[src/rtl/op_pkg.sv]
`default_nettype none

package op_pkg;

    localparam int OP_W = 4;                   // width of i_op_mode

    // host opcodes, codes 8..15 are not handled by this core
    typedef enum logic [OP_W-1:0] {
        OP_LOAD    = 4'd0,                     // take 2048 pixels
        OP_ORG_R   = 4'd1,
        OP_ORG_L   = 4'd2,
        OP_ORG_U   = 4'd3,
        OP_ORG_D   = 4'd4,
        OP_SCALE_D = 4'd5,                     // fewer channels
        OP_SCALE_U = 4'd6,                     // more channels
        OP_DISPLAY = 4'd7                      // stream the window
    } opcode_t;

endpackage

`default_nettype wire

[src/rtl/image_pkg.sv]
`default_nettype none

package image_pkg;

    // ------------------------------------------------------------------
    // image geometry
    // ------------------------------------------------------------------
    localparam int IMG_W   = 8;
    localparam int IMG_H   = 8;
    localparam int IMG_C   = 32;
    localparam int IMG_PIX = IMG_W * IMG_H * IMG_C;    // 2048 pixels

    localparam int PIX_W     = 8;                      // unsigned pixel
    localparam int OUT_W     = 14;                     // signed output word
    localparam int COORD_W   = 3;                      // x or y
    localparam int CHAN_W    = 5;                      // channel index
    localparam int PIX_IDX_W = 11;                     // load index {c, y, x}

    // 2x2 window has to fit, so origin stops one short of the edge
    localparam int ORIGIN_MAX = IMG_W - 2;

    // displayed depth, declaration order is the scale order
    typedef enum logic [1:0] {
        DEPTH_8,
        DEPTH_16,
        DEPTH_32
    } depth_t;

    // last channel shown at a given depth
    function automatic logic [CHAN_W-1:0] depth_last_chan(input depth_t d);
        case (d)
            DEPTH_8:  return CHAN_W'(7);
            DEPTH_16: return CHAN_W'(15);
            default:  return CHAN_W'(IMG_C - 1);
        endcase
    endfunction

endpackage

`default_nettype wire
[src/rtl/view_regs.sv]
`timescale 1ns/1ns
`default_nettype none

module view_regs (
    input  logic                          i_clk,
    input  logic                          i_rst_n,
    input  logic                          i_cmd_valid,   // one-cycle strobe
    input  op_pkg::opcode_t               i_cmd,
    output logic [image_pkg::COORD_W-1:0] o_origin_x,
    output logic [image_pkg::COORD_W-1:0] o_origin_y,
    output image_pkg::depth_t             o_depth
);

    localparam logic [image_pkg::COORD_W-1:0] ORG_MAX = image_pkg::COORD_W'(image_pkg::ORIGIN_MAX);

    // shifts and scales saturate, a command at a limit is a no-op
    always_ff @(posedge i_clk or negedge i_rst_n) begin
        if (!i_rst_n) begin
            o_origin_x <= '0;
            o_origin_y <= '0;
            o_depth    <= image_pkg::DEPTH_32;           // full depth out of reset
        end else if (i_cmd_valid) begin
            case (i_cmd)
                op_pkg::OP_ORG_R: begin
                    if (o_origin_x < ORG_MAX) o_origin_x <= o_origin_x + 1'b1;
                end
                op_pkg::OP_ORG_L: begin
                    if (o_origin_x != '0) o_origin_x <= o_origin_x - 1'b1;
                end
                op_pkg::OP_ORG_U: begin
                    if (o_origin_y != '0) o_origin_y <= o_origin_y - 1'b1;   // up is y-1
                end
                op_pkg::OP_ORG_D: begin
                    if (o_origin_y < ORG_MAX) o_origin_y <= o_origin_y + 1'b1;
                end
                op_pkg::OP_SCALE_D: begin
                    if (o_depth != image_pkg::DEPTH_8) begin
                        o_depth <= image_pkg::depth_t'(o_depth - 2'd1);
                    end
                end
                op_pkg::OP_SCALE_U: begin
                    if (o_depth != image_pkg::DEPTH_32) begin
                        o_depth <= image_pkg::depth_t'(o_depth + 2'd1);
                    end
                end
                default: ;                               // load/display not ours
            endcase
        end
    end

endmodule

`default_nettype wire

[config.mk]
export PLATFORM = sky130hd
export DESIGN_NAME = view_regs
export DESIGN_NICKNAME = d
export VERILOG_FILES = /design/src/rtl/op_pkg.sv /design/src/rtl/image_pkg.sv /design/src/rtl/view_regs.sv
export SDC_FILE = /design/constraint.sdc
export NUM_CORES = 1
export LEC_CHECK = 0
export ABC_AREA = 1
export BUFFER_PORTS_ARGS = -buffer_cell sky130_fd_sc_hd__buf_2
export CORE_UTILIZATION = 52
export DETAILED_ROUTE_END_ITERATION = 16
export PLACE_DENSITY = 0.85
export SLEW_MARGIN = 25
export SYNTH_ARGS = -nofsm -noshare
export SYNTH_HDL_FRONTEND = slang
export SYNTH_SLANG_ARGS = --single-unit
[constraint.sdc]
create_clock -name i_clk -period 1.9 [get_ports i_clk]
set_clock_uncertainty 0.15 [all_clocks]
set_input_delay 0.095 -clock i_clk [delete_from_list [all_inputs] [get_ports i_clk]]
set_output_delay 0.095 -clock i_clk [all_outputs]
set_load 0.05 [all_outputs]
==> impl_metrics.prom <==
# TYPE chip_impl_metric gauge
chip_impl_metric{name="insertion_delay",unit="ns"} 0.25
chip_impl_metric{name="syn-num-nets",unit=""} 121
chip_impl_metric{name="postSynthCellCount",unit=""} 112
chip_impl_info{name="path_delay_family",value="flip-flops"} 1
chip_impl_metric{name="post_drt_wl_per_cell",unit="µm"} 9.29
chip_impl_metric{name="cts_hold_repair.buffers",unit=""} 1
chip_impl_info{name="result_of_the_run",value="finished clean"} 1
chip_impl_metric{name="grt_use_met3",unit="%"} 3.47
chip_impl_metric{name="mappedNetlistArea",unit="µm²"} 701
chip_impl_metric{name="period_minus_slack",unit="ns"} 1.46
chip_impl_metric{name="max_cap_viols",unit=""} 0
chip_impl_metric{name="fp.coreArea",unit="µm²"} 1170
chip_impl_info{name="endpoint_kind",value="register"} 1
chip_impl_metric{name="antenna-diode-count",unit=""} 0
chip_impl_metric{name="post-cts-setup-buffer-count",unit=""} 0
chip_impl_metric{name="final_core_util",unit="%"} 70.4
chip_impl_metric{name="first_pass_iters",unit=""} 4
chip_impl_metric{name="via_per_inst",unit=""} 4.90
chip_impl_metric{name="detail_route.drc_violations",unit=""} 0
chip_impl_metric{name="period_share",unit="%"} 76.7
chip_impl_info{name="crit_path_cell_trace",value="xnor2_1 -> inv_1 -> ha_1 -> a21oi_1 -> nand2_1 -> nand3_1 -> nand2_1"} 1
chip_impl_metric{name="post_route_cells_drive_above_1_share",unit="%"} 25.2
chip_impl_info{name="cts_tree",value="done"} 1
chip_impl_metric{name="p_per_area",unit="nW/µm²"} 1530
chip_impl_metric{name="die_area",unit="µm²"} 1500
chip_impl_metric{name="syn2layout_area_growth",unit="%"} 17.7
chip_impl_metric{name="worstPathBufferInverterCount",unit=""} 1
chip_impl_info{name="setup.worst_path.start_class",value="register"} 1
chip_impl_metric{name="cts-resized-gates",unit=""} 0
chip_impl_metric{name="port_buffers",unit=""} 14
chip_impl_metric{name="postPlaceCellArea",unit="µm²"} 788
chip_impl_metric{name="antenna_found_initial",unit=""} 0
chip_impl_metric{name="tritoncts.num_buffers",unit=""} 3
chip_impl_metric{name="wirelength",unit="mm"} 1.35
chip_impl_metric{name="global_route.overflow_total",unit=""} 0
chip_impl_metric{name="worst_slew_pin_tran",unit="ns"} 0.249
chip_impl_metric{name="grtUsageMet1",unit="%"} 27.1
chip_impl_info{name="most-common-layout-cells",value="49 x sky130_fd_sc_hd__nand2_1, 14 x sky130_fd_sc_hd__inv_1, 14 x sky130_fd_sc_hd__nand3_1, 14 x sky130_fd_sc_hd__buf_2, 7 x sky130_fd_sc_hd__dfrtp_1"} 1
chip_impl_metric{name="first_global_vias",unit=""} 586
chip_impl_metric{name="finish.instance_area",unit="µm²"} 825
chip_impl_info{name="hold_path.class",value="primary input to asynchronous set/reset pin"} 1
chip_impl_metric{name="asyncSetResetFlopFracSynth",unit="%"} 100
chip_impl_metric{name="num_io_pins",unit=""} 15
chip_impl_metric{name="crit_arrival",unit="ns"} 1.44
chip_impl_metric{name="vdd_ir_drop_max",unit="µV"} 1020
chip_impl_metric{name="synth.yosys.seq_area_share",unit="%"} 28.7
chip_impl_metric{name="htree_levels",unit=""} 1
chip_impl_metric{name="p_total",unit="mW"} 1.26
chip_impl_info{name="final_common_cell",value="sky130_fd_sc_hd__nand2_1"} 1
chip_impl_metric{name="power.leakage",unit="nW"} 0.461
chip_impl_metric{name="dieHeight",unit="µm"} 38.7
chip_impl_info{name="path_class",value="register to register"} 1
chip_impl_metric{name="timing.final.hold_violations",unit=""} 0
chip_impl_info{name="setup_repair_after_global_routing_missed_its_margin",value="no"} 1
chip_impl_info{name="dominant_register_cell_in_the_synthesized_netlist",value="sky130_fd_sc_hd__dfrtp_1"} 1
chip_impl_metric{name="setup_total_negative_slack",unit="ns"} 0
chip_impl_metric{name="vias",unit=""} 711
chip_impl_metric{name="clkSinkCount",unit=""} 8
chip_impl_metric{name="synth.ff_latch_count",unit=""} 8
chip_impl_metric{name="die-width",unit="µm"} 38.7
chip_impl_metric{name="maximum_number_of_pins_on_one_net_before_global_route_repair",unit=""} 9
chip_impl_metric{name="grt.total_usage",unit="%"} 21.2
chip_impl_metric{name="initial_core_util",unit="%"} 59.8
chip_impl_metric{name="clock_tree.buffer_depth",unit=""} 2
chip_impl_metric{name="clk_transition_reported_paths",unit="ns"} 0.05
chip_impl_metric{name="cp_slowest_stage_delay",unit="ns"} 0.45
chip_impl_metric{name="maxSlewHeadroom",unit="%"} 83.5
chip_impl_metric{name="num_rows",unit=""} 12
chip_impl_metric{name="max_freq",unit="GHz"} 0.687
chip_impl_metric{name="fin_worst_hold_slack",unit="ns"} 0.0573
chip_impl_metric{name="groute.layer.met2.usage",unit="%"} 34.2
chip_impl_metric{name="synth-warning-count",unit=""} 0
chip_impl_info{name="gr-max-usage-layer",value="met2"} 1
chip_impl_metric{name="finalWeightedCongestion",unit=""} 0.695
chip_impl_metric{name="final_antenna_net_count",unit=""} 0
chip_impl_metric{name="nets",unit=""} 141
chip_impl_metric{name="synth.lib_cells_used.distinct",unit=""} 18
chip_impl_metric{name="synthesis.area_per_instance",unit="µm²"} 6.26
chip_impl_metric{name="grt_first_pass_wirelength",unit="mm"} 2.16
chip_impl_metric{name="dp_hpwl",unit="mm"} 1.08
chip_impl_info{name="cpMaxStageDelayCell",value="sky130_fd_sc_hd__dfrtp_1"} 1
chip_impl_metric{name="setup_failing_eps_final",unit=""} 0
chip_impl_info{name="critPathMostFrequentCell",value="sky130_fd_sc_hd__nand2_1"} 1
chip_impl_metric{name="cp.required",unit="ns"} 1.89
chip_impl_metric{name="path_max_fanout",unit=""} 7
chip_impl_metric{name="timing.final.max_slew_violations",unit=""} 0
chip_impl_metric{name="initialDrtViolationCount",unit=""} 11
chip_impl_info{name="cts-root-buf",value="sky130_fd_sc_hd__clkbuf_4"} 1
chip_impl_metric{name="synth_enable_flop_cells",unit=""} 0
==> logic make-up (layout without fill, tap and decap cells) <==
kind of cell             Yosys count  after routing  share of synthesized area [%]
AND/OR/NAND/NOR                   77             77                           50.0
buffers and inverters             19             38                           10.2
flip-flops                         8              8                           28.8
XOR/XNOR                           2              2                           2.50
adder cells (fa/ha/maj)            2              2                           3.57
AO/OA/AOI/OAI                      4              4                           5.00
==> final cells by class <==
cell class	instances	area, µm²
Sequential cell	8	201
Timing Repair Buffer	15	80.1
Clock buffer	4	26.3
Inverter	19	71.3
Fill cell	119	347
Tap cell	14	17.5
Multi-Input combinational cell	85	428
==> Yosys cell counts (2+ instances only) <==
cell | count | area share, %
sky130_fd_sc_hd__nand2_1 | 49 | 26
sky130_fd_sc_hd__inv_1 | 14 | 7.5
sky130_fd_sc_hd__nand3_1 | 14 | 10
sky130_fd_sc_hd__dfrtp_1 | 7 | 25
sky130_fd_sc_hd__inv_2 | 5 | 2.7
sky130_fd_sc_hd__nor2_1 | 4 | 2.1
sky130_fd_sc_hd__nor2_4 | 4 | 6.4
sky130_fd_sc_hd__ha_1 | 2 | 3.6
sky130_fd_sc_hd__nand2_2 | 2 | 1.8
sky130_fd_sc_hd__nor2_2 | 2 | 1.8
sky130_fd_sc_hd__xnor2_1 | 2 | 2.5
==> final timing paths <==
path	startpoint	cells past startpoint	slack, ns	end
max	o_origin_y[1]	7	0.44	o_origin_y[2]
min	i_rst_n	2	0.06	o_origin_y[0]
max reg2reg	o_origin_y[1]	7	0.44	o_origin_y[2]
min reg2reg	o_depth[1]	2	0.34	o_depth[1]
max in group asynchronous	i_rst_n	2	1.31	o_depth[1]
min in group i_clk	i_cmd_valid	4	0.06	o_depth[1]
==> state kept, by name (all words and copies together), names as in the netlist <==
signal      count
o_origin_x      3
o_depth         2
o_origin_y      3
==> layer usage <==
metal	wire, µm	share of wire [%]
met4	21	1.6
met3	24	1.8
met2	597	44
met5	0	0
met1	703	52
==> per-stage QoR <==
step	setup slack (ns)	std cells
2_1_floorplan	0.262	112
3_3_place_gp	0.414	140
3_5_place_dp	0.352	140
4_1_cts	0.449	145
5_1_grt	0.367	145
6_report	0.444	145
==> worst register-to-register path, cell delays in order, from the launching register on <==
cell and delay [ns]:
sky130_fd_sc_hd__dfrtp_1 0.45, sky130_fd_sc_hd__xnor2_1 0.19, sky130_fd_sc_hd__inv_1 0.06, sky130_fd_sc_hd__ha_1 0.18
sky130_fd_sc_hd__a21oi_1 0.12, sky130_fd_sc_hd__nand2_1 0.06, sky130_fd_sc_hd__nand3_1 0.08, sky130_fd_sc_hd__nand2_1 0.05
==> report_power, final <==
| part | leakage (nW) | total [mW] | internal [mW] | switching, mW |
|---|---|---|---|---|
| sequential | 0.0965 | 0.369 | 0.261 | 0.108 |
| clock | 0.0150 | 0.132 | 0.0800 | 0.0523 |
| combinational | 0.350 | 0.759 | 0.210 | 0.548 |
| total | 0.461 | 1.26 | 0.551 | 0.708 |
(Power assumes the default switching activity.)
