===== src/rtl/op_pkg.sv =====
`default_nettype none

package op_pkg;

    localparam int OP_W = 4;                   // width of i_op_mode

    // host opcodes, codes 8..15 are not handled by this core
    typedef enum logic [OP_W-1:0] {
        OP_LOAD    = 4'd0,                     // take 2048 pixels
        OP_ORG_R   = 4'd1,
        OP_ORG_L   = 4'd2,
        OP_ORG_U   = 4'd3,
        OP_ORG_D   = 4'd4,
        OP_SCALE_D = 4'd5,                     // fewer channels
        OP_SCALE_U = 4'd6,                     // more channels
        OP_DISPLAY = 4'd7                      // stream the window
    } opcode_t;

endpackage

`default_nettype wire


===== src/rtl/image_pkg.sv =====
`default_nettype none

package image_pkg;

    // ------------------------------------------------------------------
    // image geometry
    // ------------------------------------------------------------------
    localparam int IMG_W   = 8;
    localparam int IMG_H   = 8;
    localparam int IMG_C   = 32;
    localparam int IMG_PIX = IMG_W * IMG_H * IMG_C;    // 2048 pixels

    localparam int PIX_W     = 8;                      // unsigned pixel
    localparam int OUT_W     = 14;                     // signed output word
    localparam int COORD_W   = 3;                      // x or y
    localparam int CHAN_W    = 5;                      // channel index
    localparam int PIX_IDX_W = 11;                     // load index {c, y, x}

    // 2x2 window has to fit, so origin stops one short of the edge
    localparam int ORIGIN_MAX = IMG_W - 2;

    // displayed depth, declaration order is the scale order
    typedef enum logic [1:0] {
        DEPTH_8,
        DEPTH_16,
        DEPTH_32
    } depth_t;

    // last channel shown at a given depth
    function automatic logic [CHAN_W-1:0] depth_last_chan(input depth_t d);
        case (d)
            DEPTH_8:  return CHAN_W'(7);
            DEPTH_16: return CHAN_W'(15);
            default:  return CHAN_W'(IMG_C - 1);
        endcase
    endfunction

endpackage

`default_nettype wire

===== src/rtl/op_ctrl.sv =====
`timescale 1ns/1ns
`default_nettype none

module op_ctrl (
    input  logic                            i_clk,
    input  logic                            i_rst_n,
    input  logic                            i_op_valid,
    input  logic [op_pkg::OP_W-1:0]         i_op_mode,
    input  logic                            i_in_valid,
    input  logic [image_pkg::PIX_W-1:0]     i_in_data,
    input  logic                            i_disp_done,
    output logic                            o_op_ready,
    output logic                            o_in_ready,
    output logic                            o_wr_en,
    output logic [image_pkg::PIX_IDX_W-1:0] o_wr_idx,
    output logic [image_pkg::PIX_W-1:0]     o_wr_data,
    output logic                            o_view_cmd_valid,
    output op_pkg::opcode_t                 o_view_cmd,
    output logic                            o_disp_start
);

    typedef enum logic [2:0] {
        S_RESET,
        S_START,
        S_READY,                                  // op-ready pulse
        S_WAIT,
        S_LOAD,
        S_VIEW,                                   // shift or scale
        S_DISP
    } state_t;

    state_t                          state;
    state_t                          state_next;
    logic                            op_valid_r;
    logic [op_pkg::OP_W-1:0]         op_mode_r;
    logic                            in_valid_r;
    logic [image_pkg::PIX_W-1:0]     in_data_r;
    logic [image_pkg::PIX_IDX_W-1:0] load_cnt;    // 0..2047
    op_pkg::opcode_t                 cmd_q;       // opcode held for view update

    // ------------------------------------------------------------------
    // sampled host inputs, one cycle in
    // ------------------------------------------------------------------
    always_ff @(posedge i_clk or negedge i_rst_n) begin
        if (!i_rst_n) begin
            op_valid_r <= 1'b0;
            op_mode_r  <= '0;
            in_valid_r <= 1'b0;
        end else begin
            op_valid_r <= i_op_valid;
            op_mode_r  <= i_op_mode;
            in_valid_r <= i_in_valid;
        end
    end

    always_ff @(posedge i_clk) begin
        in_data_r <= i_in_data;
    end

    // next state and display kick-off
    always_comb begin
        state_next   = state;
        o_disp_start = 1'b0;
        case (state)
            S_RESET: state_next = S_START;
            S_START: state_next = S_READY;
            S_READY: state_next = S_WAIT;
            S_WAIT: begin
                if (op_valid_r) begin
                    case (op_mode_r)
                        op_pkg::OP_LOAD: state_next = S_LOAD;
                        op_pkg::OP_ORG_R, op_pkg::OP_ORG_L, op_pkg::OP_ORG_U,
                        op_pkg::OP_ORG_D, op_pkg::OP_SCALE_D, op_pkg::OP_SCALE_U: begin
                            state_next = S_VIEW;
                        end
                        op_pkg::OP_DISPLAY: begin
                            state_next   = S_DISP;
                            o_disp_start = 1'b1;
                        end
                        default: ;                // 8..15 dropped, keep waiting
                    endcase
                end
            end
            S_LOAD: begin
                if (o_wr_en && (load_cnt == image_pkg::PIX_IDX_W'(image_pkg::IMG_PIX - 1))) begin
                    state_next = S_READY;
                end
            end
            S_VIEW:  state_next = S_READY;        // view_regs updates this cycle
            S_DISP: begin
                if (i_disp_done) state_next = S_READY;
            end
            default: state_next = S_RESET;
        endcase
    end

    always_ff @(posedge i_clk or negedge i_rst_n) begin
        if (!i_rst_n) begin
            state    <= S_RESET;
            cmd_q    <= op_pkg::OP_LOAD;
            load_cnt <= '0;
        end else begin
            state <= state_next;
            if (state == S_WAIT && op_valid_r) begin
                cmd_q <= op_pkg::opcode_t'(op_mode_r);
            end
            if (o_wr_en) begin
                load_cnt <= load_cnt + 1'b1;      // wraps to 0 after last pixel
            end
        end
    end

    assign o_op_ready       = (state == S_READY);
    assign o_in_ready       = (state == S_LOAD);  // level for the whole load
    assign o_wr_en          = o_in_ready && in_valid_r;
    assign o_wr_idx         = load_cnt;
    assign o_wr_data        = in_data_r;
    assign o_view_cmd_valid = (state == S_VIEW);
    assign o_view_cmd       = cmd_q;

endmodule

`default_nettype wire


===== config.mk =====
export PLATFORM = sky130hd
export DESIGN_NAME = op_ctrl
export DESIGN_NICKNAME = d
export VERILOG_FILES = /design/src/rtl/op_pkg.sv /design/src/rtl/image_pkg.sv /design/src/rtl/op_ctrl.sv
export SDC_FILE = /design/constraint.sdc
export NUM_CORES = 1
export LEC_CHECK = 0
export BUFFER_PORTS_ARGS = -buffer_cell sky130_fd_sc_hd__buf_4
export CORE_MARGIN = 3
export CORE_UTILIZATION = 47
export DETAILED_ROUTE_END_ITERATION = 10
export HOLD_SLACK_MARGIN = 0.02
export PLACE_DENSITY = 0.75
export SYNTH_ARGS = -nofsm -noshare
export SYNTH_HDL_FRONTEND = slang
export SYNTH_SLANG_ARGS = --single-unit

===== constraint.sdc =====
create_clock -name i_clk -period 1.9 [get_ports i_clk]
set_input_delay 0.095 -clock i_clk [delete_from_list [all_inputs] [get_ports i_clk]]
set_output_delay 0.095 -clock i_clk [all_outputs]
set_load 0.1 [all_outputs]

==> summary.md, run 1 <==
| Metric | Value |
|---|---|
| Status | `completed` |
| Asr flop ratio synth | `~75%` |
| Most common cell after layout, fill and taps aside | `buf_4` |
| CP Capture Type | `primary output` |
| Clock Sinks | `32` |
| Synth Register Bits | `32` |
| Vias post-DR | `969` |
| RR Startpoint | `state[1]` |
| Pin count of the biggest net entering global routing | `25` |
| Synth top area cells | `dfrtp_1, dfxtp_1, xnor2_1` |
| Clock Tree Buf Depth | `2` |
| R2r setup slk | `0.27 ns` |
| Hpwl dp | `1930 µm` |
| Hold_ws | `about 0.17 ns` |
| Unrepaired setup endpoints after global routing | `false` |
| Post-Syn Instances | `92` |
| Post-CTS sizing | `0` |
| Post-route minimum period | `1.722 ns` |
| Register-to-Register Path Depth | `3` |
| Worst Max-Slew Pin Slew | `0.3553 ns` |
| Delay-heaviest family, CP | `flip-flops` |
| Fmax | `580.8 MHz` |
| Required time of the critical path | `1.80 ns` |
| Cells after DPL | `161` |
| Power Dens Cells | `1316 mW/mm²` |
| Utilization after layout | `78.29%` |
| WP buf/inv | `1` |
| WL per Instance | `15.42 µm` |
| Most used DFF post-synth | `dfrtp_1` |
| Clk_lat worst skew | `0.34 ns` |
| Non-filler cells in the finished layout | `187` |
| Startpoint Class | `flip-flop` |
| Initial Util | `52.41%` |
| Routed Antenna Nets | `0` |
| Global-route wire length before repair | `roughly 5000 µm` |
| Grt met1 use | `22.48%` |
| Area Growth Syn to Fin | `49.39%` |
| Period utilization | `90.61%` |
| Critical path class | `flip-flop to primary output` |
| YS warnings | `0` |
| Slowest CP cell | `dfrtp_1` |
| Place WS | `0.3087 ns` |
| Detailed Route WL | `a little under 3000 µm` |
| Grt total ovfl | `0` |
| Vias/cell | `5.182` |
| Final hold violation count | `0` |
| GR Layer Usage met2 | `33.61%` |
| DRT iter0 DRCs | `20` |
| Setup ws final | `approximately 0.18 ns` |
| Worst min path class | `primary input to async pin` |
| Clock root cell | `clkbuf_4` |
| Commonest cells after routing, fill and taps aside | `buf_4, dlygate4sd3_1, dfrtp_1` |
| CP startpoint | `state[2]` |
| Met3 Track Usage GR | `under 10%` |
| Final-report setup violation count | `0` |
| Chip width | `57.08 µm` |
| Pre-Repair DR Iteration Count | `4` |
| # IOs | `45` |
| Cell leakage power | `0.8788 nW` |
| Nets | `176` |
| Tot GR Track Use | `20.10%` |
| Initial antenna violation count | `0` |
| Worst path depth | `3` |
| Crit path arrival time | `1.63 ns` |
| Number of diodes | `0` |
| Drc violations | `0` |
| Number of synthesized flops with an enable pin | `0` |
| TritonCTS Buffers | `5` |
| Max-Cap Viols | `0` |
| Routability cong. | `0.7423` |
| Height of the die | `57.08 µm` |
| Row count | `17` |
| Max Slew Vio Count | `0` |
| Post-synthesis cell area | `between 0.001 and 0.0015 mm²` |
| Synth top area share | `about half` |
| Syn Nets | `110` |
| Clk slew on worst S/H paths | `0.10 ns` |
| FF-to-FF End | `state[2]` |
| Peak VDD IR | `1.423 mV` |
| H-Tree Depth | `2` |
| CTS tree | `done` |
| Layout cell share with drive strength beyond 1 | `between 50% and 60%` |
| Slew margin rel. | `76.10%` |
| Mean area per synthesized cell | `13.33 µm²` |
| Vias in the first global route | `~1000` |
| Port buffer count | `44` |
| Worst-case clock skew | `0.01290 ns` |
| Crit-path max cell delay | `0.49 ns` |
| Yosys top cell by area | `dfrtp_1` |
| Die Area | `between 0.003 and 0.004 mm²` |
| Register area share after synthesis | `62.04%` |
| Core Region | `0.002340 mm²` |
| Crit Path Max Fanout | `10` |
| Most used routing layer in global routing | `met2` |
| Critical path cell sequence | `nand4b_1 > nor3_2 > buf_4` |
| Yosys cell types | `36` |
-- area by class of cell --
cell class	instances	area, µm²
flip-flops and latches	32	772.0
repair buffers	63	510.5
fillers	156	508.0
multi-input cells	54	445.4
clock buffers	6	51.30
well taps	28	35.03
clock inverters	2	10.01
inverters	2	7.507
-- per-stage QoR --
stage | area, µm² | power [W] | setup TNS [ns]
3_5_place_dp | 1598 | 0.001947 | 0
3_3_place_gp | 1598 | 0.001923 | 0
4_1_cts | 1809 | 0.002385 | 0
6_report | 1832 | 0.002410 | 0
5_1_grt | 1832 | 0.002512 | 0
2_1_floorplan | 1251 | 0.001727 | -0.2381
-- routing by layer --
metal | routed length (µm) | part of all wire, % | up-vias
li1 | - | - | 457
met1 | 1101 | 38 | 463
met2 | 1482 | 51 | 44
met3 | 239 | 8.3 | 5
met4 | 59 | 2.0 | 0
met5 | 0 | 0 | -
-- flip-flops by register name (all words and copies together), names as in the netlist --
name and flops:
o_wr_idx 11, o_view_cmd 4, o_wr_data 8, op_valid_r 1, state 3, op_mode_r 4
in_valid_r 1
-- what timing repair did --
action | CTS | global route
hold endpoints to repair | 38 | 0
hold buffers | 15 | 0
endpoints found under the setup margin | 0 | 1
buffers inserted | 0 | 3
-- power by group --
part           switching, W  leakage (nW)  total, W  internal (W)
sequential        0.0000972         0.357  0.000880      0.000783
combinational      0.000808         0.484   0.00112      0.000315
clock              0.000232        0.0380  0.000408      0.000176
-- kinds of logic after synthesis --
logic type | count (synthesis) | share of synthesized area, %
buffers and inverters | 6 | 2.652
multiplexers | 5 | 4.592
XOR/XNOR | 11 | 7.857
flip-flops | 32 | 62.04
adder cells (fa/ha/maj) | 1 | 1.020
AO/OA/AOI/OAI | 5 | 2.858
AND/OR/NAND/NOR | 32 | 18.98
-- cell usage after synthesis, types with 2 or more instances --
cell type,instances
nand3_1,4
dfrtp_1,24
dfxtp_1,8
nor4_1,2
xor2_1,4
mux2_2,5
nand2b_1,3
nor2_1,3
inv_1,2
nand2_1,3
nand4b_1,2
nor3_1,2
xnor2_1,7
-- how the worst max path moves through the flow --
stage	to	slack, ns
2_1_floorplan	o_disp_start	-0.24
3_3_place_gp	state[2]	0.38
3_5_place_dp	state[2]	0.31
4_1_cts	o_disp_start	0.03
5_1_grt	o_disp_start	0.08
6_report	o_disp_start	0.18
(Power assumes the default switching activity.)
==> inputs of run 2 (changes only) <==
--- a/config.mk
+++ b/config.mk
@@ -10,7 +10,7 @@
 export CORE_UTILIZATION = 47
 export DETAILED_ROUTE_END_ITERATION = 10
 export HOLD_SLACK_MARGIN = 0.02
-export PLACE_DENSITY = 0.75
+export PLACE_DENSITY = 0.77
 export SYNTH_ARGS = -nofsm -noshare
 export SYNTH_HDL_FRONTEND = slang
 export SYNTH_SLANG_ARGS = --single-unit
==> summary.md, run 2 (same netlist as run 1, synthesis figures left out) <==
| Metric | Value |
|---|---|
| Clock root cell | `clkbuf_4` |
| WP buf/inv | `1 (unchanged)` |
| Comb pwr share | `43.5% (-3.1 points)` |
| Critical path cell sequence | `nand4b_1 > nor3_2 > buf_4` |
| Layout cell share with drive strength beyond 1 | `50.31% (unchanged)` |
| Final hold violation count | `0 (unchanged)` |
| Commonest cells after routing, fill and taps aside | `buf_4, dlygate4sd3_1, dfrtp_1` |
| Row count | `17 (unchanged)` |
| Clock Tree Buf Depth | `2 (unchanged)` |
| Nets | `176 (unchanged)` |
| Slowest CP cell | `dfrtp_1` |
| Power Dens Cells | `1398 mW/mm² (+6.2%)` |
| # IOs | `45 (unchanged)` |
| Sw power | `0.001159 W (+1.9%)` |
| Max-Cap Viols | `0 (unchanged)` |
| Fmax | `558.8 MHz (-3.8%)` |
| Vias in the first global route | `1037 (+2.2%)` |
| Slew margin rel. | `75.36% (-0.74 points)` |
| Clk slew on worst S/H paths | `0.11 ns (about the same)` |
| Global-route wire length before repair | `4940 µm (+0.98%)` |
| Period utilization | `94.19% (+3.6 points)` |
| Required time of the critical path | `1.80 ns (about the same)` |
| H-Tree Depth | `2 (unchanged)` |
| Chip width | `57.08 µm (unchanged)` |
| Vias post-DR | `983 (+1.4%)` |
| TritonCTS Buffers | `5 (unchanged)` |
| Clk_lat worst skew | `0.34 ns (about the same)` |
| Int Pwr | `0.001448 W (+14%)` |
| Crit-path max cell delay | `0.50 ns (about the same)` |
| CTS tree | `done` |
| Setup ws final | `0.1104 ns (-0.06798 ns)` |
| Worst-case clock skew | `0.01178 ns (-0.001123 ns)` |
| Crit Path Max Fanout | `10 (unchanged)` |
| Post-CTS sizing | `0 (unchanged)` |
| Peak VDD IR | `1.119 mV (-21%)` |
| Clock Sinks | `32 (unchanged)` |
| CP Capture Type | `primary output` |
| Post-route cell area | `0.001866 mm² (+1.8%)` |
| Flop pwr share | `34.0% (-2.5 points)` |
| Die Area | `0.003258 mm² (unchanged)` |
| Area Growth Syn to Fin | `52.14%` |
| Worst min path class | `primary input to async pin` |
| Tot GR Track Use | `20.23% (+0.13 points)` |
| Drc violations | `0 (unchanged)` |
| WL per Instance | `16.33 µm (+5.9%)` |
| Initial antenna violation count | `0 (unchanged)` |
| Post-route minimum period | `1.790 ns (+0.06797 ns)` |
| Unrepaired setup endpoints after global routing | `false` |
| Clk network pwr share | `22.4% (+5.5 points)` |
| Startpoint Class | `flip-flop` |
| Number of diodes | `0 (unchanged)` |
| Place WS | `0.3121 ns (+0.003327 ns)` |
| Max Slew Vio Count | `0 (unchanged)` |
| Port buffer count | `44 (unchanged)` |
| Vias/cell | `5.257 (+1.4%)` |
| Delay-heaviest family, CP | `simple AND/OR/NAND/NOR gates` |
| Max FFs per register | `11 (unchanged)` |
| Area after DPL | `0.001598 mm² (unchanged)` |
| Status | `completed` |
| Worst Max-Slew Pin Slew | `0.3663 ns (+0.01097 ns)` |
| Initial Util | `52.41% (unchanged)` |
| Grt total ovfl | `0 (unchanged)` |
| Critical path class | `flip-flop to primary output` |
| Crit path arrival time | `1.69 ns (+0.06 ns)` |
| Pin count of the biggest net entering global routing | `25 (unchanged)` |
| Sw Ratio | `44.46% (-2.7 points)` |
| Cell leakage power | `0.8923 nW (+1.5%)` |
| Most common cell after layout, fill and taps aside | `buf_4` |
| Core Region | `0.002340 mm² (unchanged)` |
| Routability cong. | `0.7738 (+4.2%)` |
| Height of the die | `57.08 µm (unchanged)` |
| Final-report setup violation count | `0 (unchanged)` |
| DRT iter0 DRCs | `27 (+35%)` |
| Routed Antenna Nets | `0 (unchanged)` |
| Hpwl dp | `1920 µm (-0.53%)` |
| Pre-Repair DR Iteration Count | `4 (unchanged)` |
| Detailed Route WL | `3054 µm (+5.9%)` |
[run 2: final cells by class]
| type | instances | area (µm²) |
|---|---|---|
| clock buffer | 7 | 65.06 |
| clock inverter | 1 | 30.03 |
| fill | 136 | 474.2 |
| inverter | 2 | 7.507 |
| multi-input combinational | 54 | 445.4 |
| sequential | 32 | 772.0 |
| tap | 28 | 35.03 |
| timing repair buffer | 63 | 510.5 |
[run 2: layer usage]
| metal | up-vias | global-route usage (%) | wire, µm |
|---|---|---|---|
| met1 | 476 | 25.22 | 1268 |
| li1 | 455 | - | - |
| met5 | - | 0 | 0 |
| met2 | 47 | 32.95 | 1527 |
| met4 | 0 | 5.960 | 46 |
| met3 | 5 | 7.466 | 212 |
[run 2: metrics by stage]
stage	util (%)	total power, W	hold slack [ns]	TNS (ns)	cells
floorplan	-	0.001727	-0.2006	-0.2381	92
global route	79.73	0.002691	0.1795	0	187
CTS	78.77	0.002564	0.1765	0	184
detailed placement	68.29	0.001956	0.01113	0	161
finish	79.73	0.002608	0.1711	0	187
global placement	68.29	0.001922	0.001295	0	161
[run 2: worst paths after layout]
check / cells after the start / from / slack, ns / to
max: 3 / state[2] / 0.11 / o_disp_start
min: 2 / i_rst_n / 0.17 / state[2]
max reg2reg: 3 / state[1] / 0.24 / state[2]
min reg2reg: 1 / o_wr_idx[7] / 0.50 / o_wr_idx[7]
max in group asynchronous: 2 / i_rst_n / 1.46 / o_wr_idx[7]
min in group i_clk: 4 / i_disp_done / 0.20 / state[2]
[run 2: power by group through the flow]
stage	registers [W]	clock network, W	logic (W)
4_1_cts	0.000884	0.000590	0.00109
3_5_place_dp	0.000896	0	0.00106
6_report	0.000887	0.000585	0.00114
5_1_grt	0.000901	0.000622	0.00117
2_1_floorplan	0.00135	0	0.000373
3_3_place_gp	0.000877	0	0.00105
[run 2: timing repair]
item                                   CTS  global route
setup endpoints to repair                0             1
buffers inserted                         0             3
hold buffers                            15             0
endpoints found under the hold margin   38             0
