[src/rtl/image_pkg.sv]
`default_nettype none

package image_pkg;

    // ------------------------------------------------------------------
    // image geometry
    // ------------------------------------------------------------------
    localparam int IMG_W   = 8;
    localparam int IMG_H   = 8;
    localparam int IMG_C   = 32;
    localparam int IMG_PIX = IMG_W * IMG_H * IMG_C;    // 2048 pixels

    localparam int PIX_W     = 8;                      // unsigned pixel
    localparam int OUT_W     = 14;                     // signed output word
    localparam int COORD_W   = 3;                      // x or y
    localparam int CHAN_W    = 5;                      // channel index
    localparam int PIX_IDX_W = 11;                     // load index {c, y, x}

    // 2x2 window has to fit, so origin stops one short of the edge
    localparam int ORIGIN_MAX = IMG_W - 2;

    // displayed depth, declaration order is the scale order
    typedef enum logic [1:0] {
        DEPTH_8,
        DEPTH_16,
        DEPTH_32
    } depth_t;

    // last channel shown at a given depth
    function automatic logic [CHAN_W-1:0] depth_last_chan(input depth_t d);
        case (d)
            DEPTH_8:  return CHAN_W'(7);
            DEPTH_16: return CHAN_W'(15);
            default:  return CHAN_W'(IMG_C - 1);
        endcase
    endfunction

endpackage

`default_nettype wire
[src/rtl/display_streamer.sv]
`timescale 1ns/1ns
`default_nettype none

module display_streamer (
    input  logic                               i_clk,
    input  logic                               i_rst_n,
    input  logic                               i_start,
    input  logic [image_pkg::COORD_W-1:0]      i_origin_x,
    input  logic [image_pkg::COORD_W-1:0]      i_origin_y,
    input  image_pkg::depth_t                  i_depth,
    input  logic [image_pkg::PIX_W-1:0]        i_rd_data,
    output logic                               o_rd_en,
    output logic [image_pkg::COORD_W-1:0]      o_rd_x,
    output logic [image_pkg::COORD_W-1:0]      o_rd_y,
    output logic [image_pkg::CHAN_W-1:0]       o_rd_c,
    output logic                               o_out_valid,
    output logic signed [image_pkg::OUT_W-1:0] o_out_data,
    output logic                               o_disp_done
);

    logic                         busy;
    logic [1:0]                   tile;        // 0 origin, 1 x+1, 2 y+1, 3 x+1,y+1
    logic [image_pkg::CHAN_W-1:0] chan;
    logic                         last_rd;
    logic                         rd_vld_q;    // stage 1, sram latency
    logic                         rd_last_q;

    assign o_rd_en = busy;
    assign o_rd_x  = i_origin_x + image_pkg::COORD_W'(tile[0]);
    assign o_rd_y  = i_origin_y + image_pkg::COORD_W'(tile[1]);
    assign o_rd_c  = chan;
    assign last_rd = busy && (tile == 2'd3) && (chan == image_pkg::depth_last_chan(i_depth));

    // ------------------------------------------------------------------
    // read issue, one per cycle, tile inner and channel outer
    // ------------------------------------------------------------------
    always_ff @(posedge i_clk or negedge i_rst_n) begin
        if (!i_rst_n) begin
            busy <= 1'b0;
            tile <= 2'd0;
            chan <= '0;
        end else if (i_start) begin
            busy <= 1'b1;
            tile <= 2'd0;
            chan <= '0;
        end else if (busy) begin
            tile <= tile + 2'd1;                      // wraps after the 4th pixel
            if (last_rd) begin
                busy <= 1'b0;
            end else if (tile == 2'd3) begin
                chan <= chan + 1'b1;
            end
        end
    end

    // ------------------------------------------------------------------
    // output pipeline, sram stage then output register
    // ------------------------------------------------------------------
    always_ff @(posedge i_clk or negedge i_rst_n) begin
        if (!i_rst_n) begin
            rd_vld_q    <= 1'b0;
            rd_last_q   <= 1'b0;
            o_out_valid <= 1'b0;
            o_disp_done <= 1'b0;
            o_out_data  <= '0;
        end else begin
            rd_vld_q    <= o_rd_en;
            rd_last_q   <= last_rd;
            o_out_valid <= rd_vld_q;
            o_disp_done <= rd_last_q;                 // rides with the last word
            if (rd_vld_q) begin
                o_out_data <= {{(image_pkg::OUT_W - image_pkg::PIX_W){1'b0}}, i_rd_data};
            end
        end
    end

endmodule

`default_nettype wire

[config.mk]
export PLATFORM = sky130hd
export DESIGN_NAME = display_streamer
export DESIGN_NICKNAME = d
export VERILOG_FILES = /design/src/rtl/image_pkg.sv /design/src/rtl/display_streamer.sv
export SDC_FILE = /design/constraint.sdc
export NUM_CORES = 1
export LEC_CHECK = 0
export BUFFER_PORTS_ARGS = -buffer_cell sky130_fd_sc_hd__buf_2
export CORE_MARGIN = 2
export CORE_UTILIZATION = 41
export CTS_CLUSTER_DIAMETER = 80
export CTS_CLUSTER_SIZE = 24
export DETAILED_ROUTE_END_ITERATION = 6
export GPL_TIMING_DRIVEN = 1
export PLACE_DENSITY = 0.76
export SLEW_MARGIN = 20
export SYNTH_ARGS = -nofsm -noshare
export SYNTH_HDL_FRONTEND = slang
export SYNTH_SLANG_ARGS = --single-unit
export TNS_END_PERCENT = 20
[constraint.sdc]
create_clock -name i_clk -period 1.4 [get_ports i_clk]
set_input_delay 0.14 -clock i_clk [delete_from_list [all_inputs] [get_ports i_clk]]
set_output_delay 0.14 -clock i_clk [all_outputs]
set_load 0.005 [all_outputs]
==> impl_metrics.csv, run 1 <==
group,metric,value,unit
detailed_routing,drc_errors,0,
power_and_ir_drop,leakagePower,0.724,nW
sta,final_max_slew_viol_count,0,
power_and_ir_drop,p_int,1.01,mW
yosys,synth_ff_type,"dfrtp_1",
power_and_ir_drop,switching_share,22.3,%
min_path,min_from,"i_rd_data[5]",
yosys,synthTopCellsByCount,"20 x dfrtp_1, 8 x mux2_2, 6 x buf_4, 6 x ha_1, 5 x nor2_1",
layout,nets,162,
power_and_ir_drop,switchingPower,0.290,mW
yosys,synth.most_common_cell,"dfrtp_1",
outcome,violations,"negative setup slack",
grt,antenna_found_initial,0,
floorplanning,fp.dieW,53.5,um
layout,drive_above_1_share,57.4,%
place,gp_congestion,0.779,
worst_setup_path,cp_slowest_stage_delay,0.41,ns
layout,final_cell_area,1460,um^2
flow_run,max-cap-violations,0,
outcome,status,"finished, violations left",
power_and_ir_drop,pwr-share-seq,46.6,%
worst_setup_path,cp_slowest_cell,"dfrtp_1",
layout,area_delta_synth_final,45.2,%
layout,n_antenna_cell,0,
yosys,ys_seq_area_share,49.8,%
yosys,syn-cell-area,1000,um^2
worst_setup_path,cpLargestDelayFamily,"flip-flops",
floorplanning,pin_count,47,
worst_setup_path,critical_path_arrival,1.40,ns
clock_network,cts.clk_slew.worst_paths,0.12,ns
power_and_ir_drop,p_per_area,893,nW/um^2
grt,gr-total-overflow,0,
worst_setup_path,cp.buffers_inverters,2,
grt,grt_use_total,16.7,%
place,io_buffers,40,
floorplanning,dieArea,2860,um^2
worst_setup_path,critical_path.max_fanout,2,
power_and_ir_drop,clkPwrFrac,36.2,%
sta,fin_skew,0.0111,ns
worst_setup_path,critPathKind,"flop to output port",
place,hpwlAfterDp,1.48,mm
sta,setup_ws,-0.144,ns
worst_setup_path,path_cells,"buf_6 > ha_4 > ha_4 > xor2_1 > buf_2",
clock_network,tritoncts,"yes",
yosys,post-synth-top-area-cell,"dfrtp_1",
sta,hold_slack,0.0608,ns
worst_setup_path,crit_top_cell,"ha_4",
worst_setup_path,crit_path_end_kind,"output port",
detailed_routing,wire_per_inst,13.1,um
clock_network,clkSinkCount,20,
yosys,synth-edff-count,0,
detailed_routing,viasPerCell,5.07,
sta,finalSetupViolations,6,
floorplanning,initial_utilization,44.6,%
floorplanning,dieHeight,53.5,um
clock_network,cts.path.max_buffers,2,
place,dp_slack,0.00388,ns
worst_setup_path,crit_required,1.26,ns
yosys,avgSynthCellArea,12.3,um^2
worst_setup_path,cp-startpoint,"tile[0]$_DFFE_PN0P_",
detailed_routing,finalWirelength,2.14,mm
min_path,min-delay-path-class,"input pin to flop",
sta,tns,-0.425,ns
clock_network,root_buffer,"clkbuf_4",
sta,finalHoldViolCount,0,
grt,grt_pass1_wl,3.40,mm
sta,max_freq,648,MHz
layout,fill_cells,190,
place,postPlaceCellArea,1270,um^2
place,post-place-cells,155,
clock_network,htreeDepth,1,
detailed_routing,dr.pass1.iters,4,
clock_network,cts-buffers-inserted,3,
sta,finalCritPeriodShare,110,%
yosys,async_reset_ff_share,100,%
clock_network,clkLatencyLatePin,0.30,ns
sta,rsz0062_at_grt,"yes",
sta,layout_min_cycle_time,1.54,ns
worst_setup_path,start_kind,"flop",
detailed_routing,drtAntennaViolNets,0,
yosys,synth_top_area_share,49.8,%
yosys,ys_seq_elements,20,
power_and_ir_drop,ir_drop,0.000722,V
grt,grt_max_degree,21,
layout,fin_cells,164,
detailed_routing,via_count,832,
yosys,synthTopCellsByArea,"dfrtp_1 50%, mux2_2 9.0%, ha_1 7.5%",
floorplanning,core_area,2250,um^2
grt,grt_pass1_vias,794,
yosys,synth-warning-count,0,
detailed_routing,drt_iter0_drc,9,
worst_setup_path,r2r-start,"tile[0]$_DFFE_PN0P_",
power_and_ir_drop,p_comb_share,17.2,%
floorplanning,rows,17,
yosys,syn_inst,82,
yosys,synth.distinct_cells,30,
[layout make-up]
class                      instances  area (um^2)  share of cell area, %
multi-input combinational         58          543                   37.2
sequential                        20          500                   34.3
timing repair buffer              54          328                   22.5
tap                               28         35.0                   2.40
clock inverter                     1         30.0                   2.06
clock buffer                       3         22.5                   1.54
[state kept, by name, indices dropped and copies added, names as in the netlist]
name         cells
o_out_data       8
o_out_valid      1
o_disp_done      1
rd_vld_q         1
o_rd_en          1
o_rd_c           5
tile             2
rd_last_q        1
[power groups by stage]
| stage | clock network (mW) | registers [mW] | logic (mW) |
|---|---|---|---|
| after floorplan | 0 | 0.621 | 0.0806 |
| after global placement | 0 | 0.616 | 0.160 |
| after detailed placement | 0 | 0.617 | 0.169 |
| after CTS | 0.468 | 0.606 | 0.222 |
| after global routing | 0.504 | 0.609 | 0.248 |
| final | 0.472 | 0.607 | 0.224 |
[timing repair]
action                                  CTS  global route
hold buffers                              1             0
resized for setup                        14             4
buffers inserted                          4             0
pin swaps                                 6             3
endpoints found under the hold margin    20             0
endpoints found under the setup margin    5             8
[per-layer routing]
metal,global-route usage (%),vias up,part of all wire [%]
li1,-,388,-
met1,18.1,404,38
met2,32.3,38,51
met3,3.39,2,8.9
met4,4.27,0,1.3
met5,0,-,0
[worst register-to-register path, delay by kind of cell, from the launching register on]
| family | cells | cell delay, ns |
|---|---|---|
| flops | 1 | 0.39 |
| buf+inv | 1 | 0.13 |
| compound gates | 2 | 0.34 |
| simple gates | 1 | 0.04 |
| fa+ha+maj | 1 | 0.13 |
| mux | 1 | 0.31 |
[cells by family (layout without fill, tap and decap cells)]
| logic type | Yosys count | after routing | share of synthesized area, % |
|---|---|---|---|
| compound gates | 10 | 10 | 7.47 |
| simple gates | 21 | 21 | 13.1 |
| buf+inv | 9 | 58 | 5.73 |
| fa+ha+maj | 6 | 6 | 7.47 |
| other cells | 1 | 6 | 0.373 |
| xor+xnor | 3 | 3 | 2.62 |
| flops | 20 | 20 | 49.8 |
| mux | 12 | 12 | 13.4 |
[through the flow]
step / power, mW / utilization (%)
floorplan: 0.701 / -
global placement: 0.776 / 56.4
detailed placement: 0.786 / 56.4
CTS: 1.30 / 64.2
global route: 1.36 / 64.7
finish: 1.30 / 64.7
[placed cells by master (no fill, tap or decap), drive strengths merged]
cell type    synthesis  layout
a311oi               1       1
nand2b               2       2
and4                 1       1
xnor2                1       1
nand3                2       2
mux2                 9       9
nor2b                3       3
clkbuf               2       3
o22a                 1       1
mux2i                3       3
nor4                 1       1
nand4b               1       1
and3                 2       2
dfrtp               20      20
nor3                 1       1
nand2                2       2
a31o                 1       1
a211oi               2       2
bufinv               0       1
a31oi                1       1
xor2                 2       2
nor3b                1       1
ha                   6       6
a21oi                3       3
buf                  7      53
a21o                 1       1
dlygate4sd3          0       1
nor2                 5       5
conb                 1       6
[path summary, 6_finish.rpt]
kind                                              to  slack [ns]  cells after the start
max                                        o_rd_x[2]       -0.14                      5
min                        o_out_data[5]$_DFFE_PN0P_        0.06                      2
max reg2reg                    o_rd_c[0]$_DFFE_PN0P_       -0.04                      6
min reg2reg                    o_disp_done$_DFF_PN0_        0.36                      0
max in group asynchronous  o_out_data[0]$_DFFE_PN0P_        0.79                      2
min in group asynchronous  o_out_data[2]$_DFFE_PN0P_        0.30                      2
Note: power is estimated with default switching activity, not from simulation.
==> inputs of run 2 (changes only) <==
--- a/config.mk
+++ b/config.mk
@@ -8,11 +8,13 @@
 export BUFFER_PORTS_ARGS = -buffer_cell sky130_fd_sc_hd__buf_2
 export CORE_MARGIN = 2
 export CORE_UTILIZATION = 41
+export CTS_BUF_LIST = sky130_fd_sc_hd__clkbuf_16
 export CTS_CLUSTER_DIAMETER = 80
 export CTS_CLUSTER_SIZE = 24
 export DETAILED_ROUTE_END_ITERATION = 6
 export GPL_TIMING_DRIVEN = 1
 export PLACE_DENSITY = 0.76
+export RECOVER_POWER = 100
 export SLEW_MARGIN = 20
 export SYNTH_ARGS = -nofsm -noshare
 export SYNTH_HDL_FRONTEND = slang
==> constraint.sdc (replaced) <==
create_clock -name i_clk -period 1.4 [get_ports i_clk]
set_input_delay 0.07 -clock i_clk [delete_from_list [all_inputs] [get_ports i_clk]]
set_output_delay 0.07 -clock i_clk [all_outputs]
set_load 0.005 [all_outputs]
==> run 2 against run 1 <==
Against the previous run: the run still ends with negative setup slack left; count of clock-buffer cells in the layout unchanged; largest power group is now the clock network; clock power increased by 62%; total power increased by 23%; non-clock buffer count increased by 1; die area unchanged; critical path type is now flop to flop; via count decreased by 2.3%; register-to-register slack improved by 0.02 ns.
==> impl_metrics.csv, run 2 (same netlist as run 1, synthesis figures left out) <==
group,metric,value,unit
min_path,min_from,"i_rd_data[5]",
sta,finalCritPeriodShare,101,%
sta,final_max_slew_viol_count,0,
worst_setup_path,r2r-start,"tile[0]$_DFFE_PN0P_",
clock_network,root_buffer,"clkbuf_16",
sta,max_freq,704,MHz
clock_network,clkLatencyLatePin,0.25,ns
grt,grt_pass1_wl,3.35,mm
detailed_routing,via_count,813,
power_and_ir_drop,pwr-share-seq,38.1,%
detailed_routing,drc_errors,0,
detailed_routing,wire_per_inst,12.8,um
floorplanning,pin_count,47,
worst_setup_path,critPathKind,"flop to flop",
power_and_ir_drop,ir_drop,0.000780,V
sta,fin_skew,0.00166,ns
worst_setup_path,critical_path.max_fanout,2,
sta,setup_ws,-0.0202,ns
sta,finalSetupViolations,3,
layout,area_delta_synth_final,52.3,%
worst_setup_path,cp_slowest_cell,"dfrtp_1",
sta,rsz0062_at_grt,"yes",
sta,tns,-0.0337,ns
layout,drive_above_1_share,58.4,%
power_and_ir_drop,switchingPower,0.308,mW
place,gp_congestion,0.779,
layout,final_cell_mix,"40 x buf_2, 20 x dfrtp_1, 10 x buf_4, 8 x mux2_2",
power_and_ir_drop,switching_share,19.3,%
detailed_routing,drt_iter0_drc,8,
clock_network,clkSinkCount,20,
detailed_routing,drtAntennaViolNets,0,
power_and_ir_drop,clkPwrFrac,47.9,%
place,io_buffers,40,
grt,grt_pass1_vias,758,
floorplanning,initial_utilization,44.6,%
worst_setup_path,cp-startpoint,"tile[0]$_DFFE_PN0P_",
outcome,status,"finished, violations left",
grt,grt_use_total,16.6,%
min_path,min-delay-path-class,"input pin to flop",
clock_network,tritoncts,"yes",
power_and_ir_drop,leakagePower,0.751,nW
grt,gr-total-overflow,0,
clock_network,cts.path.max_buffers,2,
worst_setup_path,reg2regPathDepth,6,
flow_run,max-cap-violations,0,
layout,largest_register_ffs,8,
detailed_routing,dr.pass1.iters,3,
sta,hold_slack,0.0560,ns
floorplanning,dieHeight,53.5,um
floorplanning,core_area,2250,um^2
grt,antenna_found_initial,0,
layout,layout_commonest_cell,"buf_2",
detailed_routing,finalWirelength,2.10,mm
worst_setup_path,start_kind,"flop",
worst_setup_path,crit_path_end_kind,"flop",
worst_setup_path,crit_required,1.53,ns
floorplanning,rows,17,
detailed_routing,viasPerCell,4.93,
power_and_ir_drop,p_comb_share,14.0,%
place,hpwlAfterDp,1.48,mm
sta,finalHoldViolCount,0,
place,dp_slack,0.00388,ns
clock_network,htreeDepth,1,
clock_network,cts.clk_slew.worst_paths,0.05,ns
worst_setup_path,path_cells,"buf_6 > ha_4 > nand2_1 > a31o_1 > a21oi_2 > mux2_4",
worst_setup_path,critical_path_arrival,1.55,ns
sta,layout_min_cycle_time,1.42,ns
power_and_ir_drop,p_int,1.29,mW
layout,n_antenna_cell,0,
clock_network,cts-buffers-inserted,3,
power_and_ir_drop,p_per_area,1040,nW/um^2
floorplanning,fp.dieW,53.5,um
min_path,hold_path_depth,2,
floorplanning,dieArea,2860,um^2
grt,grt_max_degree,21,
layout,regMostFlops,"o_out_data",
outcome,violations,"negative setup slack",
worst_setup_path,cp_slowest_stage_delay,0.38,ns
layout,nets,163,
[run 2: per-layer routing]
| metal | track usage (%) | vias up | part of all wire [%] |
|---|---|---|---|
| met5 | 0 | - | 0 |
| met4 | 6.41 | 0 | 1.1 |
| met3 | 3.39 | 2 | 8.7 |
| met2 | 30.7 | 32 | 51 |
| met1 | 18.5 | 388 | 40 |
| li1 | - | 391 | - |
[run 2: power groups by stage]
stage / Clock (mW) / Sequential, mW / Combinational, mW
after detailed placement: 0 / 0.617 / 0.169
after CTS: 0.782 / 0.608 / 0.211
after global routing: 0.808 / 0.611 / 0.250
final: 0.765 / 0.609 / 0.224
after global placement: 0 / 0.616 / 0.160
after floorplan: 0 / 0.621 / 0.0806
[run 2: area by class of cell]
class	instances	area [um^2]
fill	165	724
multi-input combinational	58	559
sequential	20	500
timing repair buffer	55	330
clock buffer	3	75.1
tap	28	35.0
clock inverter	1	30.0
[run 2: critical path, delay by kind of cell, from the launching register on]
family                   cells  cell delay [ns]
adder cells (fa/ha/maj)      1             0.12
multiplexers                 1             0.31
AO/OA/AOI/OAI                2             0.34
flip-flops                   1             0.38
buffers and inverters        1             0.12
AND/OR/NAND/NOR              1             0.04
[run 2: through the flow]
step | area (um^2) | util, % | power (mW) | instances
after floorplan | 1030 | - | 0.701 | 87
after global placement | 1270 | 56.4 | 0.776 | 155
after detailed placement | 1270 | 56.4 | 0.786 | 155
after CTS | 1490 | 66.1 | 1.60 | 164
after global routing | 1530 | 67.9 | 1.67 | 165
final | 1530 | 67.9 | 1.60 | 165
[run 2: worst paths after layout]
check	end	slack, ns
setup / recovery	o_rd_c[0]$_DFFE_PN0P_	-0.02
hold / removal	o_out_data[5]$_DFFE_PN0P_	0.06
setup reg to reg	o_rd_c[0]$_DFFE_PN0P_	-0.02
hold reg to reg	o_disp_done$_DFF_PN0_	0.35
max in group asynchronous	o_rd_c[0]$_DFFE_PN0P_	0.79
min in group asynchronous	o_out_data[2]$_DFFE_PN0P_	0.31
[run 2: timing repair]
item,CTS,global route
setup buffers,4,1
endpoints found under the hold margin,20,0
hold buffers,1,0
resized for setup,13,6
setup endpoints to repair,4,6
pin swaps,2,7
